--- src/source/cqt_pkg.sv ---
// ==========================================================================
// shared sizes and types for the coding quadtree decoder, 64x64 CTB with
// 8x8 minimum CU; picture dimensions must be multiples of 8 pixels
// ==========================================================================
package cqt_pkg;

    localparam int CTB_LOG2    = 6;
    localparam int MIN_CU_LOG2 = 3;
    localparam int MAX_DEPTH   = CTB_LOG2 - MIN_CU_LOG2;  // no flag is decoded here
    localparam int GRID        = 1 << MAX_DEPTH;          // 8x8 units per CTB side

    // split_cu_flag contexts sit at base, base+1 and base+2
    localparam logic [9:0] SPLIT_CTX_BASE = 10'd4;

    typedef logic [9:0] ctx_addr_t;

    // pixel coordinates, up to 4096x2048 pictures
    typedef logic [11:0] pix_x_t;
    typedef logic [10:0] pix_y_t;

    typedef logic [5:0] ctb_col_t;
    typedef logic [4:0] ctb_row_t;

    typedef logic [1:0] depth_t;
    typedef logic [2:0] grid_t;  // 8x8 unit index inside the CTB

    typedef enum logic [2:0] {
        IDLE,
        EVAL,
        BIN_WAIT,
        LEAF,
        NEXT,
        FINISH
    } walk_state_t;

endpackage

--- src/source/cqt_walker.sv ---
// ==========================================================================
// z-order quadtree walker; ctb_x/ctb_y and picture size must be held while
// busy, and only one bin request is ever outstanding
// ==========================================================================
`timescale 1ns/1ns

module cqt_walker
    import cqt_pkg::*;
(
    input  logic        clk,
    input  logic        rst_n,

    input  logic        cqt_start,
    input  ctb_col_t    ctb_x,
    input  ctb_row_t    ctb_y,
    input  pix_x_t      pic_width,
    input  pix_y_t      pic_height,

    input  ctx_addr_t   ctx_addr,
    output logic        bin_req,
    input  logic        bin,
    input  logic        bin_vld,

    output logic        cu_valid,
    input  logic        cu_ready,
    output pix_x_t      cu_x,
    output pix_y_t      cu_y,
    output logic [2:0]  cu_log2_size,

    output grid_t       node_x,
    output grid_t       node_y,
    output depth_t      node_depth,
    output logic        leaf_wr,
    output logic        ctb_end,
    output logic        busy,
    output logic        ctb_done
);

    walk_state_t state, nxt_state;

    depth_t      depth;
    depth_t      child_depth;
    logic [1:0]  zidx [1:MAX_DEPTH];  // z-order position among siblings at each level

    depth_t      step_depth;
    logic        step_done;

    logic [12:0] end_x;
    logic [11:0] end_y;
    logic        fits;
    logic        origin_in;
    logic        at_min;
    logic        ask_bin;
    logic        force_split;
    logic        skip;
    logic        descend;
    logic        advance;

    // node origin from the per-level indices where bit 0 of a z index is x
    always_comb begin
        node_x = '0;
        node_y = '0;
        for (int k = 1; k <= MAX_DEPTH; k++) begin
            if (k <= int'(depth)) begin
                node_x[MAX_DEPTH-k] = zidx[k][0];
                node_y[MAX_DEPTH-k] = zidx[k][1];
            end
        end
    end

    assign node_depth   = depth;
    assign child_depth  = depth + 1'b1;
    assign cu_log2_size = 3'(CTB_LOG2) - 3'(depth);
    assign cu_x         = {ctb_x, node_x, {MIN_CU_LOG2{1'b0}}};
    assign cu_y         = {ctb_y, node_y, {MIN_CU_LOG2{1'b0}}};

    assign end_x     = {1'b0, cu_x} + (13'd1 << cu_log2_size);
    assign end_y     = {1'b0, cu_y} + (12'd1 << cu_log2_size);
    assign fits      = (end_x <= {1'b0, pic_width}) && (end_y <= {1'b0, pic_height});
    assign origin_in = (cu_x < pic_width) && (cu_y < pic_height);

    assign at_min      = (depth == depth_t'(MAX_DEPTH));
    assign ask_bin     = fits && !at_min;
    assign force_split = !fits && !at_min;  // straddles the right or bottom edge
    assign skip        = at_min && !origin_in;

    // deepest level that still has a sibling left; none means the CTB is done
    always_comb begin
        step_depth = '0;
        step_done  = 1'b1;
        for (int k = 1; k <= MAX_DEPTH; k++) begin
            if (k <= int'(depth) && zidx[k] != 2'd3) begin
                step_depth = depth_t'(k);
                step_done  = 1'b0;
            end
        end
    end

    assign descend = (state == EVAL && force_split) ||
                     (state == BIN_WAIT && bin_vld && bin);
    assign advance = (state == EVAL && skip) ||
                     (state == LEAF && cu_ready);

    always_comb begin
        nxt_state = state;
        case (state)
            IDLE:     if (cqt_start) nxt_state = NEXT;
            NEXT:     nxt_state = EVAL;
            EVAL: begin
                if (ask_bin)
                    nxt_state = BIN_WAIT;
                else if (force_split)
                    nxt_state = NEXT;
                else if (skip)
                    nxt_state = step_done ? FINISH : NEXT;
                else
                    nxt_state = LEAF;
            end
            BIN_WAIT: if (bin_vld) nxt_state = bin ? NEXT : LEAF;
            LEAF:     if (cu_ready) nxt_state = step_done ? FINISH : NEXT;
            FINISH:   nxt_state = IDLE;
            default:  nxt_state = IDLE;
        endcase
    end

    always_ff @(posedge clk) begin
        if (!rst_n)
            state <= IDLE;
        else
            state <= nxt_state;
    end

    always_ff @(posedge clk) begin
        if (!rst_n) begin
            depth <= '0;
            for (int k = 1; k <= MAX_DEPTH; k++)
                zidx[k] <= '0;
        end else if (state == IDLE && cqt_start) begin
            depth <= '0;  // root covers the whole CTB
        end else if (descend) begin
            depth             <= child_depth;
            zidx[child_depth] <= '0;
        end else if (advance && !step_done) begin
            depth            <= step_depth;  // climbs as many levels as needed
            zidx[step_depth] <= zidx[step_depth] + 1'b1;
        end
    end

    // ctx_addr is registered by the context stage one cycle after NEXT
    assign bin_req  = (state == EVAL) && ask_bin;
    assign cu_valid = (state == LEAF);
    assign leaf_wr  = (state == EVAL && !ask_bin && !force_split && !skip) ||
                      (state == BIN_WAIT && bin_vld && !bin);
    assign ctb_end  = (state == FINISH);
    assign ctb_done = (state == FINISH);
    assign busy     = (state != IDLE);

endmodule

--- src/source/cqt_ctx_select.sv ---
// ==========================================================================
// split_cu_flag context from left and above neighbour depths; a picture
// is one slice, so only picture column 0 and row 0 make a neighbour absent
// ==========================================================================
`timescale 1ns/1ns

module cqt_ctx_select
    import cqt_pkg::*;
(
    input  logic      clk,

    input  grid_t     node_x,
    input  grid_t     node_y,
    input  depth_t    node_depth,
    input  ctb_col_t  ctb_x,
    input  ctb_row_t  ctb_y,

    output grid_t     left_x,
    output grid_t     above_y,
    output logic      left_from_buf,
    output logic      above_from_buf,
    input  depth_t    left_depth,
    input  depth_t    above_depth,

    output ctx_addr_t ctx_addr
);

    logic left_avail;
    logic above_avail;
    logic cond_l;
    logic cond_a;

    // neighbour unit left of the node origin
    always_comb begin
        left_x        = node_x - 1'b1;
        left_from_buf = (node_x == '0);  // previous CTB in the row
        left_avail    = !(left_from_buf && ctb_x == '0);
    end

    // neighbour unit above the node origin
    always_comb begin
        above_y        = node_y - 1'b1;
        above_from_buf = (node_y == '0);  // bottom row of the CTB above
        above_avail    = !(above_from_buf && ctb_y == '0);
    end

    assign cond_l = left_avail && (left_depth > node_depth);
    assign cond_a = above_avail && (above_depth > node_depth);

    always_ff @(posedge clk) begin
        ctx_addr <= SPLIT_CTX_BASE + ctx_addr_t'(cond_l) + ctx_addr_t'(cond_a);
    end

endmodule

--- src/source/cqt_edge_store.sv ---
// ==========================================================================
// depth map of the current CTB plus left column and above row buffers;
// CTBs arrive in raster order and ctb_x stays below MAX_CTB_COLS
// ==========================================================================
`timescale 1ns/1ns

module cqt_edge_store
    import cqt_pkg::*;
#(
    parameter int MAX_CTB_COLS = 64
) (
    input  logic     clk,
    input  logic     rst_n,

    input  logic     leaf_wr,
    input  grid_t    node_x,
    input  grid_t    node_y,
    input  depth_t   node_depth,

    input  logic     ctb_end,
    input  ctb_col_t ctb_x,

    input  grid_t    left_x,
    input  grid_t    above_y,
    input  logic     left_from_buf,
    input  logic     above_from_buf,
    output depth_t   left_depth,
    output depth_t   above_depth
);

    depth_t depth_map [GRID][GRID];          // [y][x] in 8x8 units
    depth_t left_buf  [GRID];                // right column of the previous CTB
    depth_t above_buf [MAX_CTB_COLS][GRID];  // bottom row, one entry per CTB column

    logic                    left_vld;
    logic [MAX_CTB_COLS-1:0] above_vld;

    logic [3:0]      span;
    logic [GRID-1:0] cover_x;
    logic [GRID-1:0] cover_y;

    // units covered by the leaf being written
    assign span = 4'(GRID) >> node_depth;

    always_comb begin
        for (int i = 0; i < GRID; i++) begin
            cover_x[i] = (4'(i) >= {1'b0, node_x}) && (4'(i) < {1'b0, node_x} + span);
            cover_y[i] = (4'(i) >= {1'b0, node_y}) && (4'(i) < {1'b0, node_y} + span);
        end
    end

    always_ff @(posedge clk) begin
        if (leaf_wr) begin
            for (int y = 0; y < GRID; y++) begin
                for (int x = 0; x < GRID; x++) begin
                    if (cover_x[x] && cover_y[y])
                        depth_map[y][x] <= node_depth;
                end
            end
        end
    end

    always_ff @(posedge clk) begin
        if (ctb_end) begin
            for (int i = 0; i < GRID; i++) begin
                left_buf[i]         <= depth_map[i][GRID-1];
                above_buf[ctb_x][i] <= depth_map[GRID-1][i];
            end
        end
    end

    // buffers hold nothing useful until the first CTB has ended
    always_ff @(posedge clk) begin
        if (!rst_n) begin
            left_vld  <= 1'b0;
            above_vld <= '0;
        end else if (ctb_end) begin
            left_vld         <= 1'b1;
            above_vld[ctb_x] <= 1'b1;
        end
    end

    always_comb begin
        if (left_from_buf)
            left_depth = left_vld ? left_buf[node_y] : '0;
        else
            left_depth = depth_map[node_y][left_x];
    end

    always_comb begin
        if (above_from_buf)
            above_depth = above_vld[ctb_x] ? above_buf[ctb_x][node_x] : '0;
        else
            above_depth = depth_map[above_y][node_x];
    end

endmodule

--- src/source/cqt_decoder.sv ---
// ==========================================================================
// coding quadtree decoder top; bins come from an external arithmetic
// decoder, leaf CUs leave on a valid/ready port
// ==========================================================================
`timescale 1ns/1ns

module cqt_decoder
    import cqt_pkg::*;
#(
    parameter int MAX_CTB_COLS = 64  // widest picture in CTBs
) (
    input  logic        clk,
    input  logic        rst_n,

    input  logic        cqt_start,
    input  ctb_col_t    ctb_x,
    input  ctb_row_t    ctb_y,
    input  pix_x_t      pic_width,
    input  pix_y_t      pic_height,

    output logic        bin_req,
    output ctx_addr_t   ctx_addr,
    input  logic        bin,
    input  logic        bin_vld,

    output logic        cu_valid,
    input  logic        cu_ready,
    output pix_x_t      cu_x,
    output pix_y_t      cu_y,
    output logic [2:0]  cu_log2_size,

    output logic        busy,
    output logic        ctb_done
);

    grid_t  node_x;
    grid_t  node_y;
    depth_t node_depth;
    logic   leaf_wr;
    logic   ctb_end;
    grid_t  left_x;
    grid_t  above_y;
    logic   left_from_buf;
    logic   above_from_buf;
    depth_t left_depth;
    depth_t above_depth;

    cqt_walker u_cqt_walker (
        .clk,
        .rst_n,
        .cqt_start,
        .ctb_x,
        .ctb_y,
        .pic_width,
        .pic_height,
        .ctx_addr,
        .bin_req,
        .bin,
        .bin_vld,
        .cu_valid,
        .cu_ready,
        .cu_x,
        .cu_y,
        .cu_log2_size,
        .node_x,
        .node_y,
        .node_depth,
        .leaf_wr,
        .ctb_end,
        .busy,
        .ctb_done
    );

    cqt_ctx_select u_cqt_ctx_select (
        .clk,
        .node_x,
        .node_y,
        .node_depth,
        .ctb_x,
        .ctb_y,
        .left_x,
        .above_y,
        .left_from_buf,
        .above_from_buf,
        .left_depth,
        .above_depth,
        .ctx_addr
    );

    cqt_edge_store #(
        .MAX_CTB_COLS (MAX_CTB_COLS)
    ) u_cqt_edge_store (
        .clk,
        .rst_n,
        .leaf_wr,
        .node_x,
        .node_y,
        .node_depth,
        .ctb_end,
        .ctb_x,
        .left_x,
        .above_y,
        .left_from_buf,
        .above_from_buf,
        .left_depth,
        .above_depth
    );

endmodule

--- config.mk ---
export PLATFORM = sky130hd
export DESIGN_NAME = cqt_decoder
export DESIGN_NICKNAME = d
export VERILOG_FILES = /design/src/source/cqt_pkg.sv /design/src/source/cqt_walker.sv /design/src/source/cqt_ctx_select.sv /design/src/source/cqt_edge_store.sv /design/src/source/cqt_decoder.sv
export SDC_FILE = /design/constraint.sdc
export NUM_CORES = 1
export LEC_CHECK = 0
export BUFFER_PORTS_ARGS = -buffer_cell sky130_fd_sc_hd__buf_2
export CORE_MARGIN = 3
export CORE_UTILIZATION = 45
export CTS_BUF_LIST = sky130_fd_sc_hd__clkbuf_8
export DETAILED_ROUTE_END_ITERATION = 8
export PLACE_DENSITY = 0.58
export SYNTH_ARGS = -nofsm -noshare
export SYNTH_HDL_FRONTEND = slang
export SYNTH_HIERARCHICAL = 1
export SYNTH_SLANG_ARGS = --single-unit
--- constraint.sdc ---
create_clock -name clk -period 17.4 [get_ports clk]
set_input_delay 3.48 -clock clk [delete_from_list [all_inputs] [get_ports clk]]
set_output_delay 3.48 -clock clk [all_outputs]
set_load 0.02 [all_outputs]
# Word-level counts from Yosys, hierarchy flattened
# Memory sizes are Yosys's and may differ from the RTL's.
# Cells that the tools add are included.
[totals] memories=4 regBits=80 ram_bits=1174
[memory_table] name="u_cqt_edge_store.above_buf" words=64 word_bits=16 read_ports=1 rd_ports_with_merged_regs=0 write_ports=1 line="cqt_edge_store.sv:33" source="depth_t above_buf [MAX_CTB_COLS][GRID];"
[memory_table] name="u_cqt_edge_store.depth_map" words=8 word_bits=16 read_ports=10 rd_ports_with_merged_regs=0 write_ports=8 line="cqt_edge_store.sv:31" source="depth_t depth_map [GRID][GRID];"
[memory_table] name="u_cqt_edge_store.left_buf" words=8 word_bits=2 read_ports=1 rd_ports_with_merged_regs=0 write_ports=8 line="cqt_edge_store.sv:32" source="depth_t left_buf [GRID];"
[memory_table] name="u_cqt_walker.zidx" words=3 word_bits=2 read_ports=4 rd_ports_with_merged_regs=0 write_ports=3 line="cqt_walker.sv:43" source="logic [1:0] zidx [1:MAX_DEPTH];"
[op_classes] bitwise=4 eq_ne=12 magnitude_cmp=43 addsub=11 n_shift=3 n_mux=250 reduce_logical=127
[ops] operator="1-bit 2-to-1 mux" n=219
[ops] operator="1-bit logical AND" n=103
[ops] operator="64-bit OR" n=1
[ops] operator="2-bit 2-to-1 mux" n=18
[ops] operator="3-bit by 4-bit less-than comparator with 1-bit output (first input constant)" n=8
[ops] operator="3-bit 2-to-1 mux" n=7
[ops] operator="2-bit binary-select mux with 3-bit select" n=3
[ops] operator="3-bit greater-or-equal comparator (first input constant)" n=6
[ops] operator="1-bit by 4-bit less-than comparator with 1-bit output (first input constant)" n=4
[ops] operator="2-bit by 4-bit less-than comparator with 1-bit output (first input constant)" n=4
[ops] operator="3-bit one-hot mux with 5 select lines" n=1
[ops] operator="12-bit by 13-bit adder with 13-bit output" n=1
[ops] operator="13-bit by 12-bit <= comparator with 1-bit output" n=1
[ops] operator="1-bit by 3-bit left shift with 13-bit output (first input constant)" n=1
[ops] operator="11-bit by 12-bit adder with 12-bit output" n=1
[ops] operator="1-bit by 3-bit greater-or-equal comparator with 1-bit output (first input constant)" n=4
[ops] operator="2-bit by 3-bit greater-or-equal comparator with 1-bit output (first input constant)" n=4
[ops] operator="12-bit by 11-bit <= comparator with 1-bit output" n=1
[ops] operator="12-bit less-than comparator" n=1
[ops] operator="1-bit by 3-bit left shift with 12-bit output (first input constant)" n=1
[ops] operator="11-bit less-than comparator" n=1
[ops] operator="10-bit by 1-bit adder with 10-bit output" n=1
[ops] operator="1-bit zero test" n=10
[ops] operator="2-bit != test (second input constant)" n=5
[ops] operator="other kinds (29)" n=44

# Longest topological paths before layout
[depth] word_depth=16 mapped_depth=20 ltp_nobuf=19

# By module
# The synthesis kept the hierarchy.
[modules_own_cells] module="cqt_edge_store" area_per_inst_um2=49293.5 cells_per_inst=2822 seq_area_each_um2=36374.9 n_inst=1
[modules_own_cells] module="cqt_walker" area_per_inst_um2=2673.8 cells_per_inst=334 seq_area_each_um2=340.3 n_inst=1
[modules_own_cells] module="cqt_ctx_select" area_per_inst_um2=351.6 cells_per_inst=45 seq_area_each_um2=40.0 n_inst=1

# Least setup slack after synthesis
# Ideal clock, no wire load.
[synth_timing] path_kind="input-to-output" from="in ctb_y[0]" to="out bin_req" arrival_time_ns=6.384 stages=11 path_buffers=0 path_slack_ns=7.536 required_ns=13.920 cell_sequence="ha_1 o21a_1 o21ai_0 a21oi_1 xor2_1 ha_1 and2_1 a221o_1 a2111oi_0 o31ai_1 nor4_1"
[synth_between] elab_chain_cells=5
[synth_rtl] item="start: declaration" line="cqt_decoder.sv:17" source="input ctb_row_t ctb_y,"
[synth_rtl] item="11-bit by 12-bit adder with 12-bit output" line="cqt_walker.sv:78" source="assign end_y = {1'b0, cu_y} + (12'd1 << cu_log2_size);"
[synth_rtl] item="12-bit by 11-bit <= comparator with 1-bit output" line="cqt_walker.sv:79" source="assign fits = (end_x <= {1'b0, pic_width}) && (end_y <= {1'b0, pic_height});"
[synth_rtl] item="1-bit logical AND" line="cqt_walker.sv:79"
[synth_rtl] item="1-bit logical AND" line="cqt_walker.sv:83" source="assign ask_bin = fits && !at_min;"
[synth_rtl] item="1-bit logical AND" line="cqt_walker.sv:150" source="assign bin_req = (state == EVAL) && ask_bin;"
[synth_rtl] item="end: declaration" line="cqt_decoder.sv:21" source="output logic bin_req,"
# No other way between the ends.

# Worst setup path in the final report
# Ends and elaborated chain as after synthesis.

==> metrics.txt <==
gr usage total=0.2629; Startpoint Class=input pin; fraction of layout cells with a size suffix above 1=0.2037; DP Area=54370 sq um; slew of the pin with the lowest slew margin=1276 ps; Iteration-0 DRC Markers=3909; # clock sinks=1248; setup TNS=0 ps; routed vias/inst=6.285; Cell variety after synth=103; #FFs+latches synth=1248; FFs w/ async S/R, synth=0; routed len/inst=31.58 um; power per cell area=101.6 nW/um^2; Synth Warn #=6; Design Area, Final=58010 sq um; WHS Path Cells=1; first-pass GRT wire length=228100 um; share of the synthesized area in the top cell type=0.6750; nets=3479; Initial DRT Pass Iterations=6; Final GP Congestion=0.8966; number of flops mapped to enable cells by yosys=1176; syn_area_per_cell=16.34 sq um; CTS max path bufs=3; cells on worst reg2reg path=18; Die X=347.0 um; fmax=96.53 MHz; Final Slew Violations=0; Gate Count Post-Synth=3201; H-tree level count=4; final hold vios=0; Filler cells=9506; Req. time, crit path=13920 ps; clock-pin slew on the worst setup and hold paths=60 ps; CTS Root Cell=clkbuf_8; Final Critical Period=10360 ps; sequential fraction of the synthesis area=0.7025; Buffers on Ports=65; die height=347.0 um; CTS tree=done; synth cell count leaders=1176 x edfxtp_1, 195 x nor2_1, 145 x mux2i_1; synthesis-to-finish area growth=10.88%; WL final=159500 um; Final Setup Violations=0; die area=120400 sq um; initial antenna violation count=12; CP max FO=5; final worst-path cycle share=0.5954; Initial Utilization=0.4557; post-route ant nets=0; prevailing post-synth register cell=edfxtp_1; IO Count=80; Cell Area, Synth=52320 sq um; normalized max-slew margin=0.1487; run status=complete, no violations; CP Data Arrival Time=6880 ps; setup repair after global routing missed its margin=false; Leak=0.01977 uW; clock buffer count from CTS=197; Clock Latency Late Sink=890 ps; count leader, synth=edfxtp_1; # Post-CTS Setup Buffers=0; worst vdd ir=0.00006390 V; Crit. End Element=primary output; post-synth top area cell=edfxtp_1; number of global-route vias before repair=31.82k; DRC=0; Hold-fix buffers, CTS=0; worst hold path type=flip-flop to flip-flop; Clock Skew=57.98 ps; Core ar.=114800 sq um; top post-synthesis cells by area=edfxtp_1 67%, mux4_2 5.0%, mux2i_1 2.8%; CP Class=input pin to primary output; pin count of the biggest net entering global routing=85; grt ovf=0; Vias=31.75k; post-CTS sizing=0; number of max-cap violations=0; cell row count=124; Detail Placement HPWL=94270 um
==> area by class of cell <==
cell class,count,area (sq um),area share
Tap cell,1512,1892,0.03261
Clock buffer,211,2904,0.05006
Clock inverter,147,728.2,0.01255
Multi-Input combinational cell,1679,14180,0.2445
Inverter,57,215.2,0.003710
Timing Repair Buffer,193,1324,0.02282
Antenna cell,4,10.01,0.0001725
Sequential cell,1248,36760,0.6336
==> per-stage QoR <==
step / instances / utilization / hold slack (ps) / setup slack, ps / total power (uW)
2_1_floorplan: 3214 / - / 427.5 / 7536 / 3521
3_3_place_gp: 4689 / 0.4736 / 434.9 / 6993 / 3638
3_5_place_dp: 4689 / 0.4736 / 446.8 / 7012 / 3642
4_1_cts: 5047 / 0.5052 / 461.1 / 6991 / 5932
5_1_grt: 5051 / 0.5053 / 471.9 / 6660 / 6093
6_report: 5051 / 0.5053 / 463.8 / 7040 / 5892
==> kinds of logic (layout without fill, tap and decap cells) <==
family | Yosys count | after routing | share of synthesized area
adders and majority gates | 64 | 64 | 0.01526
AOI/OAI and AO/OA | 734 | 734 | 0.1048
buffers and inverters | 287 | 608 | 0.02973
and+or+nand+nor | 494 | 494 | 0.04659
other | 3 | 20 | 0.0002152
DFF | 1248 | 1248 | 0.7025
muxes | 350 | 350 | 0.09741
xor gates and xnor gates | 21 | 21 | 0.003516
==> report_power, final <==
part	leakage (uW)	internal [uW]	switching [uW]
combinational	0.00612	106	230
clock	0.00213	1160	1150
sequential	0.0115	3250	3.82
total	0.0198	4510	1380
==> placed cells by master, fill, tap and decap left out, types with 14 or more instances in the layout <==
cell type,count
buf_4,127
buf_2,62
a22o_1,15
nor2_2,32
conb_1,16
o2bb2ai_1,25
clkinv_1,45
mux2_2,76
o22ai_1,41
o21a_1,77
mux2i_1,145
nand2b_1,22
o221ai_1,14
nor4_1,15
nor3_1,17
ha_1,63
edfxtp_1,1176
a221o_1,30
o21ai_0,61
clkbuf_8,212
dfxtp_1,70
a21oi_1,100
mux4_2,117
inv_1,128
nand3_1,29
a31oi_1,27
a221oi_1,77
a22oi_1,120
a211oi_1,17
nor2_1,164
nand2_1,98
==> worst max-delay path, stage by stage <==
cell	delay, ps
buf_2	130
ha_1	350
o21a_1	140
o21ai_0	220
a21oi_1	120
xor2_1	150
ha_1	290
and2_1	190
a221o_1	340
a2111oi_0	420
o31ai_1	200
nor4_1	570
buf_2	280
==> sequential cells by signal, summed over array words and instances (netlist names) <==
name	cells
u_cqt_walker/zidx	8
u_cqt_edge_store/left_buf	16
u_cqt_edge_store/left_vld	1
u_cqt_walker/node_depth	2
u_cqt_edge_store/above_buf	1024
u_cqt_walker/state	3
u_cqt_ctx_select/ctx_addr	2
u_cqt_edge_store/depth_map	128
u_cqt_edge_store/above_vld	64
==> path summary, 6_finish.rpt <==
| path | from | to | slack [ps] |
|---|---|---|---|
| setup / recovery | ctb_y[0] | bin_req | 7040 |
| hold / removal | u_cqt_edge_store/left_vld$_SDFFE_PN0P_ | u_cqt_edge_store/left_vld$_SDFFE_PN0P_ | 460 |
| setup reg to reg | u_cqt_walker/node_depth[0]$_SDFFE_PP0P_ | u_cqt_ctx_select/ctx_addr[0]$_DFF_P_ | 11010 |
| hold reg to reg | u_cqt_edge_store/left_vld$_SDFFE_PN0P_ | u_cqt_edge_store/left_vld$_SDFFE_PN0P_ | 460 |
==> layer usage <==
metal	GRT usage	share of wire	vias to the layer above	routed length [um]
li1	-	-	13310	-
met1	0.3494	0.39	16400	62530
met2	0.4250	0.48	1698	76750
met4	0.1052	0.038	4	6002
met5	0	0.00014	-	23
met3	0.05563	0.089	329	14210
(Power assumes the default switching activity.)
